## config.mk

```make
export PLATFORM = sky130hd
export DESIGN_NAME = stream_demux
export DESIGN_NICKNAME = d
export VERILOG_FILES = /design/src/source/stream_demux_pkg.sv /design/src/source/stream_demux.sv /design/src/source/stream_demux_stage.sv /design/src/source/stream_slice.sv
export SDC_FILE = /design/constraint.sdc
export NUM_CORES = 1
export LEC_CHECK = 0
export BUFFER_PORTS_ARGS = -buffer_cell sky130_fd_sc_hd__buf_2
export CORE_MARGIN = 2
export CORE_UTILIZATION = 51
export DETAILED_ROUTE_END_ITERATION = 7
export PLACE_DENSITY = 0.93
export SKIP_CTS_REPAIR_TIMING = 1
export SLEW_MARGIN = 20
export SYNTH_ARGS = -nofsm -noshare
export SYNTH_HDL_FRONTEND = slang
export SYNTH_SLANG_ARGS = --single-unit
```

## constraint.sdc

```tcl
create_clock -name aclk -period 5.7 [get_ports aclk]
set_input_delay 0 -clock aclk [delete_from_list [all_inputs] [get_ports aclk]]
set_output_delay 0 -clock aclk [all_outputs]
set_load 0.01 [all_outputs]
```

## src/source/stream_demux_pkg.sv

```systemverilog
`default_nettype none

package stream_demux_pkg;

    // beat payload.
    typedef logic [15:0] data_t;

    // destination field used for routing.
    typedef logic [3:0] dest_t;

    // user side-band, carried through untouched.
    typedef logic [1:0] user_t;

    // one beat of the stream, 23 bits in all.
    typedef struct packed {
        data_t data;
        dest_t dest;
        user_t user;
        logic  last;
    } stream_beat_t;

    // number of mapped tx ports.
    localparam int OUTPUTS = 6;

    // ports served by one demux stage.
    localparam int GROUP = 4;

    // stages in the chain, rounded up.
    localparam int STAGES = (OUTPUTS + GROUP - 1) / GROUP;

    // mapped ports plus the extract port.
    localparam int TX_PORTS = OUTPUTS + 1;

    // extract port takes beats that no stage claims.
    localparam int EXTRACT_PORT = OUTPUTS;

    // port i takes destination PORT_MAP[i]; entry 0 sits in the low bits.
    localparam dest_t [OUTPUTS-1:0] PORT_MAP = {4'd9, 4'd5, 4'd12, 4'd1, 4'd7, 4'd3};

    // first tx port index served by stage s.
    function automatic int stage_first(input int s);
        return s * GROUP;
    endfunction

    // number of ports served by stage s; the last stage may be short.
    function automatic int stage_width(input int s);
        int remainder;
        remainder = OUTPUTS - s * GROUP;
        return (GROUP < remainder) ? GROUP : remainder;
    endfunction

endpackage

`default_nettype wire

```

## src/source/stream_demux.sv

```systemverilog
`default_nettype none

module stream_demux (
    input  logic                                                       aclk,
    input  logic                                                       areset_n,
    input  logic                                                       rx_valid,
    output logic                                                       rx_ready,
    input  stream_demux_pkg::stream_beat_t                               rx_beat,
    output logic [stream_demux_pkg::TX_PORTS-1:0]                      tx_valid,
    input  logic [stream_demux_pkg::TX_PORTS-1:0]                      tx_ready,
    output stream_demux_pkg::stream_beat_t [stream_demux_pkg::TX_PORTS-1:0] tx_beat
);

    // link s feeds stage s; the last link is what no stage claimed.
    logic [stream_demux_pkg::STAGES:0] link_valid;
    logic [stream_demux_pkg::STAGES:0] link_ready;
    stream_demux_pkg::stream_beat_t [stream_demux_pkg::STAGES:0] link_beat;

    // rx enters the chain at stage 0.
    assign link_valid[0] = rx_valid;
    assign rx_ready = link_ready[0];
    assign link_beat[0] = rx_beat;

    genvar s;

    generate
        for (s = 0; s < stream_demux_pkg::STAGES; s++) begin : stage
            // group layout for this stage.
            localparam int FIRST = stream_demux_pkg::stage_first(s);
            localparam int WIDTH = stream_demux_pkg::stage_width(s);

            stream_demux_stage #(
                .FIRST(FIRST),
                .WIDTH(WIDTH)
            ) demux (
                .aclk(aclk),
                .areset_n(areset_n),
                .prev_valid(link_valid[s]),
                .prev_ready(link_ready[s]),
                .prev_beat(link_beat[s]),
                .tx_valid(tx_valid[FIRST +: WIDTH]),
                .tx_ready(tx_ready[FIRST +: WIDTH]),
                .tx_beat(tx_beat[FIRST +: WIDTH]),
                .next_valid(link_valid[s + 1]),
                .next_ready(link_ready[s + 1]),
                .next_beat(link_beat[s + 1])
            );
        end
    endgenerate

    // the tail of the chain is the extract port.
    assign tx_valid[stream_demux_pkg::EXTRACT_PORT] = link_valid[stream_demux_pkg::STAGES];
    assign link_ready[stream_demux_pkg::STAGES] = tx_ready[stream_demux_pkg::EXTRACT_PORT];
    assign tx_beat[stream_demux_pkg::EXTRACT_PORT] = link_beat[stream_demux_pkg::STAGES];

endmodule

`default_nettype wire

```

## src/source/stream_demux_stage.sv

```systemverilog
`default_nettype none

module stream_demux_stage #(
    parameter int FIRST = 0,
    parameter int WIDTH = 4
) (
    input  logic                                     aclk,
    input  logic                                     areset_n,
    input  logic                                     prev_valid,
    output logic                                     prev_ready,
    input  stream_demux_pkg::stream_beat_t             prev_beat,
    output logic [WIDTH-1:0]                         tx_valid,
    input  logic [WIDTH-1:0]                         tx_ready,
    output stream_demux_pkg::stream_beat_t [WIDTH-1:0] tx_beat,
    output logic                                     next_valid,
    input  logic                                     next_ready,
    output stream_demux_pkg::stream_beat_t             next_beat
);

    // beat held at the slice output, waiting for its target.
    logic held_valid;
    logic held_ready;
    stream_demux_pkg::stream_beat_t held_beat;

    // one bit per port whose map entry equals the held dest.
    logic [WIDTH-1:0] hit;

    // no port in this group claims the beat.
    logic miss;

    // the one cycle of latency in this stage sits here.
    stream_slice slice (
        .aclk(aclk),
        .areset_n(areset_n),
        .in_valid(prev_valid),
        .in_ready(prev_ready),
        .in_beat(prev_beat),
        .out_valid(held_valid),
        .out_ready(held_ready),
        .out_beat(held_beat)
    );

    genvar i;

    generate
        for (i = 0; i < WIDTH; i++) begin : match
            // map entry for this group's port i.
            localparam stream_demux_pkg::dest_t ENTRY =
                stream_demux_pkg::PORT_MAP[FIRST + i];

            assign hit[i] = (held_beat.dest == ENTRY);

            // every port sees the same beat; only valid tells them apart.
            assign tx_beat[i] = held_beat;
        end
    endgenerate

    assign miss = !(|hit);

    // map entries are distinct, so at most one port is raised.
    assign tx_valid = hit & {WIDTH{held_valid}};

    // unclaimed beats move on down the chain.
    assign next_valid = held_valid && miss;
    assign next_beat = held_beat;

    // the slice only sees the ready of the target it picked.
    assign held_ready = miss ? next_ready : |(hit & tx_ready);

endmodule

`default_nettype wire

```

## src/source/stream_slice.sv

```systemverilog
`default_nettype none

module stream_slice (
    input  logic                         aclk,
    input  logic                         areset_n,
    input  logic                         in_valid,
    output logic                         in_ready,
    input  stream_demux_pkg::stream_beat_t in_beat,
    output logic                         out_valid,
    input  logic                         out_ready,
    output stream_demux_pkg::stream_beat_t out_beat
);

    // spare entry catches the beat accepted while the main one stalls.
    logic spare_valid;
    stream_demux_pkg::stream_beat_t spare_beat;

    logic accept;
    logic drain;
    logic load_main;
    logic out_valid_next;
    logic spare_valid_next;

    assign accept = in_valid && in_ready;
    assign drain = out_valid && out_ready;

    // main register takes a new beat when empty or leaving this cycle.
    assign load_main = !out_valid || drain;

    always_comb begin
        out_valid_next = out_valid;
        spare_valid_next = spare_valid;
        if (load_main) begin
            // spare goes first to keep order.
            out_valid_next = spare_valid || accept;
            spare_valid_next = 1'b0;
        end
        else if (accept) begin
            spare_valid_next = 1'b1;
        end
    end

    always_ff @(posedge aclk or negedge areset_n) begin
        if (!areset_n) begin
            out_valid <= 1'b0;
            spare_valid <= 1'b0;
            in_ready <= 1'b0;
        end
        else begin
            out_valid <= out_valid_next;
            spare_valid <= spare_valid_next;
            // ready is taken from the next fill state, so it never
            // depends on out_ready in the same cycle.
            in_ready <= !spare_valid_next;
        end
    end

    always_ff @(posedge aclk) begin
        if (load_main) begin
            if (spare_valid) begin
                out_beat <= spare_beat;
            end
            else if (accept) begin
                out_beat <= in_beat;
            end
        end
        else if (accept) begin
            spare_beat <= in_beat;
        end
    end

endmodule

`default_nettype wire

```

==> Word-level counts from Yosys, hierarchy flattened <==
Cells that the tools add are included.
{ "classes": {"n_mux": 10, "n_eq_ne": 6, "reduce_logical": 26, "n_bitwise": 6} }
{ "op_table": {"columns": ["operator", "n"], "rows": [
  ["two-way mux 23 bit", 4],
  ["AND 4 bit", 2],
  ["equality test 4 x 3 -> 1 bit (second input constant)", 2],
  ["equality test 4 bit (second input constant)", 2],
  ["AND reduction 2 bit", 4],
  ["OR reduction 4 bit", 2],
  ["logical AND 1 bit", 6],
  ["logical NOT 1 bit", 6],
  ["two-way mux 1 bit", 6],
  ["AND 2 bit", 2],
  ["equality test 4 x 1 -> 1 bit (second input constant)", 1],
  ["equality test 4 x 2 -> 1 bit (second input constant)", 1],
  ["logical OR 1 bit", 4],
  ["nonzero test 2 bit", 2],
  ["OR reduction 2 bit", 2],
  ["NOT 1 bit", 2]
]} }
{ "totals": {"in_bits": 33, "register_bits": 98} }

==> Logic depth before layout (Yosys ltp) <==
{ "depth": {"word_depth": 8, "depth_mapped": 3} }

==> By module <==
Synthesis repeated with hierarchy kept, for this count alone.
{ "unflattened": {"hier_cells": 337, "hier_area_um2": 5059.9} }
{ "by_module_without_submodules": {"columns": ["module", "n_inst", "area_per_inst_um2", "cells_per_inst", "seq_area_each_um2"], "rows": [
  ["stream_slice", 2, 1883.1, 83, 1456.4],
  ["stream_demux_stage at stage[0].demux", 1, 844.6, 112, 0.0],
  ["stream_demux_stage at stage[1].demux", 1, 441.7, 58, 0.0],
  ["stream_demux", 1, 7.5, 1, 0.0]
]} }

==> Worst setup path before layout <==
No wires, ideal clock.
{ "synth_timing": {"path_kind": "register to register", "startpoint": "reg stage[0].demux.slice.out_beat[5] (netlist bit)", "endpoint": "reg stage[0].demux.slice.spare_beat[0] (netlist bit) (enable)", "path_slack_ns": 1.766, "stages_incl_launch_ff": 4, "synth_period_minus_slack_ns": 3.934, "path_buffers": 0, "setup_time_ns": 0.462, "arrival_ns": 3.472, "path_cell_list": "edfxtp_1 mux2_4 a32o_2 nor4_1"} }
{ "synth_via": {"elab_chain_cells": 8, "word_cells_on_any_way": 12, "classes_between": "eq/ne (4); mux (1); bitwise (2); reduce/logical (5)"} }
{ "synth_lines": {"columns": ["item", "line", "text"], "rows": [
  ["from (decl)", "stream_slice.sv:11", "output stream_demux_pkg::stream_beat_t out_beat"],
  ["from (signal assigned)", "stream_slice.sv:61", "out_beat <= spare_beat;"],
  ["from (signal assigned)", "stream_slice.sv:64", "out_beat <= in_beat;"],
  ["equality test 4 x 2 -> 1 bit (tied with other cells)", "stream_demux_stage.sv:51", "assign hit[i] = (held_beat.dest == ENTRY);"],
  ["AND 4 bit", "stream_demux_stage.sv:68", "assign held_ready = miss ? next_ready : |(hit & tx_ready);"],
  ["OR reduction 4 bit", "stream_demux_stage.sv:68", null],
  ["two-way mux 1 bit *", "stream_demux_stage.sv:68", null],
  ["logical AND 1 bit *", "stream_slice.sv:25", "assign drain = out_valid && out_ready;"],
  ["logical OR 1 bit *", "stream_slice.sv:28", "assign load_main = !out_valid || drain;"],
  ["NOT 1 bit (no line) *", null, null],
  ["AND reduction 2 bit (no line) *", null, null],
  ["to (signal assigned)", "stream_slice.sv:68", "spare_beat <= in_beat;"],
  ["to (decl)", "stream_slice.sv:16", "stream_demux_pkg::stream_beat_t spare_beat;"]
]} }
Every way passes the cells marked *; elsewhere a longest branch is shown, timed or not.
A chain may end at the register's enable or synchronous reset.

==> Worst setup path in the final report <==
{ "layout_timing": {"startpoint": "reg stage[0].demux.slice.out_beat[4] (netlist bit)", "endpoint": "reg stage[1].demux.slice.out_beat[15] (netlist bit) (enable)"} }
{ "layout_via": {"elab_chain_cells": 7, "word_cells_on_any_way": 10, "classes_between": "eq/ne (4); reduce/logical (6)"} }
{ "layout_lines": {"columns": ["item", "line", "text"], "rows": [
  ["equality test 4 x 2 -> 1 bit (tied with other cells)", "stream_demux_stage.sv:51", null],
  ["OR reduction 4 bit *", "stream_demux_stage.sv:58", "assign miss = !(|hit);"],
  ["logical NOT 1 bit *", "stream_demux_stage.sv:58", null],
  ["logical AND 1 bit *", "stream_demux_stage.sv:64", "assign next_valid = held_valid && miss;"],
  ["logical AND 1 bit *", "stream_slice.sv:24", "assign accept = in_valid && in_ready;"],
  ["nonzero test 2 bit (no line) *", null, null],
  ["AND reduction 2 bit (no line) *", null, null],
  ["to (signal assigned)", "stream_slice.sv:61", null],
  ["to (signal assigned)", "stream_slice.sv:64", null],
  ["to (decl)", "stream_slice.sv:11", null]
]} }
Marks and branches as above.

==> results.cfg <==
[placed_design]
io_buffers = 201
dp_hpwl_microns = 6407
dp_worst_setup_slack_ns = 2.934
gp_congestion = 0.8537

[floorplanning]
die_y_microns = 99.41
rows = 34
initial_utilization_pct = 52.97
io_pins = 202
die_x_microns = 99.41
die_area_sq_um = 9881
core_area_sq_um = 8763

[logic_synthesis]
yosysSeqAreaShare_pct = 62.75
synth_seq_cells = 98
ys_warn_count = 0
synth_fp_nets = 342
avgSynthCellArea_sq_um = 15.02
synth_edf_count = 92
synth_top_area_share_pct = 59.51
synth.most_common_cell = buf_4
synthTopCellsByCount = buf_4, edfxtp_1, mux2_2
yosys-top-cells-area = edfxtp_1, buf_4, mux2_2, dfrtp_1, a2111o_1
netlist_area_sq_um = 4642
async_flop_share_pct = 6.122
yosys.area.top_type = edfxtp_1
ys_types = 34
syn_inst = 309
ys.flop_type = edfxtp_1

[worst_setup_path]
arrival_ns = 2.45
rr_endpoint = stage[1].demux.slice.out_beat[15]$_DFFE_PP_
cp-start-kind = register
reg2reg_depth = 3
max_stage_delay_ns = 0.64
cp_slowest_cell = a2111oi_0
crit_fanout = 23
cp.required_ns = 5.69
critical_path_class = register to register
worst_setup_path_end_kind = register
r2r_setup_slack_ns = 3.24
path_cells = nand2b_1, a2111oi_0, o32a_2
timing.rr.start = stage[0].demux.slice.out_beat[4]$_DFFE_PP_

[sta]
fmax_mhz = 407.0
hold_viol_final = 0
slew_headroom_pct = 32.83
clock_skew_ns = 0.01315
setup_violations = 0
slew_viol_final = 0
timing.final.ws_setup_ns = 3.243
whs_ns = 0.002932
tns_ns = 0
tightestPinTransition_ns = 1.008
period_needed_ns = 2.457
finalCritPeriodShare_pct = 43.10
rsz0062_at_grt = no

[drt]
drt_pass1_iterations = 4
wl_met2_microns = 4514
antenna_left = 0
wl_microns = 8969
drc = 0
wl_met3_microns = 545
routed.top_layer = met4
vias_per_cell = 5.035
wl_per_cell_microns = 16.64
routed-via-count = 2714
first_iter_violations = 167
wl_met1_microns = 3658

[finish]
fin_nets = 459
drive_gt1_share_pct = 63.57
nFillCells = 681
n_antenna_cell = 0
area.growth.synth_to_final_pct = 16.09

[worst_hold_path]
hold_path.class = input pin to register
hold_path_startpoint = tx_ready[3]
holdPathEnd = stage[0].demux.slice.spare_valid$_DFF_PN0_
hold_depth = 3

[power_and_ir_drop]
p_leak_nw = 2.228
powerDensity_nw_per_um2 = 610.8
max-vdd-ir-drop_mv = 0.2034

[clocking]
cts_tree = yes
clockRootBuffer = clkbuf_8
clock_latency_ns = 0.35
htree_num_levels = 3
clkTransAtPathRegs_ns = 0.09
cts_inserted_buffers = 9
cts.sinks = 98
clockBufferDepth = 2

[grt]
grt_pass1_wl_microns = 12880
grt_max_degree = 26
grt_pass1_vias = 2374
antenna_found_initial = 0
track_usage_pct = 17.09
grt_overflow = 0

[run_status]
status = finished clean

[run]
max_cap_violations = 0
## flip-flops by register name, summed over array words and instances (netlist names)
signal	count
stage.demux.slice.spare_beat	46
stage.demux.slice.out_beat	46
stage.demux.slice.out_valid	2
stage.demux.slice.in_ready	2
stage.demux.slice.spare_valid	2
## stage by stage
step                util [%]  instance area, sq um  std cells  total power [mW]
global route           61.49                  5389        539             3.475
floorplan                  -                  4642        309             2.639
global placement       56.11                  4917        498             2.776
finish                 61.49                  5389        539             3.292
CTS                    58.61                  5136        514             3.306
detailed placement     56.11                  4917        498             2.830
## routing by layer
metal  up-vias  global-route usage (%)
met2       135                   26.09
met1      1319                   23.41
met4         0                   9.589
li1       1238                       -
met5         -                       0
met3        22                   2.881
## logic make-up (layout without fill, tap and decap cells)
kind of cell | Yosys count | count (layout) | share of synthesized area, %
compound gates | 15 | 15 | 2.884
xor+xnor | 1 | 1 | 0.1887
simple gates | 22 | 22 | 3.127
buf+inv | 126 | 248 | 19.57
mux | 47 | 47 | 11.48
flops | 98 | 98 | 62.75
## how the worst max path moves through the flow
stage	slack, ns	depth (start not counted)	startpoint	end
detailed placement	2.93	3	stage[0].demux.slice.out_beat[4]$_DFFE_PP_	stage[0].demux.slice.out_beat[16]$_DFFE_PP_
floorplan	1.77	3	stage[0].demux.slice.out_beat[5]$_DFFE_PP_	stage[0].demux.slice.spare_beat[0]$_DFFE_PP_
CTS	2.89	3	stage[0].demux.slice.out_beat[4]$_DFFE_PP_	stage[1].demux.slice.out_beat[15]$_DFFE_PP_
finish	3.24	3	stage[0].demux.slice.out_beat[4]$_DFFE_PP_	stage[1].demux.slice.out_beat[15]$_DFFE_PP_
global route	3.05	3	stage[0].demux.slice.out_beat[4]$_DFFE_PP_	stage[0].demux.slice.out_beat[17]$_DFFE_PP_
global placement	3.03	3	stage[0].demux.slice.out_beat[5]$_DFFE_PP_	stage[1].demux.slice.out_beat[21]$_DFFE_PP_
## cell type report
| type | instances | area [sq um] | share of cell area (%) |
|---|---|---|---|
| Sequential cell | 98 | 2913 | 54.05 |
| Multi-Input combinational cell | 85 | 835.8 | 15.51 |
| Clock buffer | 10 | 127.6 | 2.368 |
| Inverter | 4 | 15.01 | 0.2786 |
| Timing Repair Buffer | 228 | 1271 | 23.59 |
| Tap cell | 108 | 135.1 | 2.508 |
| Clock inverter | 6 | 91.34 | 1.695 |
## cells in the final DEF (no fill, tap or decap), types with 3 or more instances in the layout
cell type	instances
mux2_2	46
clkinvlp_4	3
edfxtp_1	92
dlygate4sd3_1	25
nor3b_1	3
clkbuf_8	9
inv_1	4
buf_2	201
dfrtp_1	6
## critical path, delay by kind of cell, from the launching register on
| kind | cells | cell delay, ns |
|---|---|---|
| AO/OA/AOI/OAI | 2 | 1.26 |
| flip-flops | 1 | 0.55 |
| AND/OR/NAND/NOR | 1 | 0.27 |
## power by group
part	switching (mW)	internal, mW
clock	0.225	0.248
sequential	0.277	1.20
combinational	0.755	0.586
total	1.26	2.03
(Power assumes the default switching activity.)
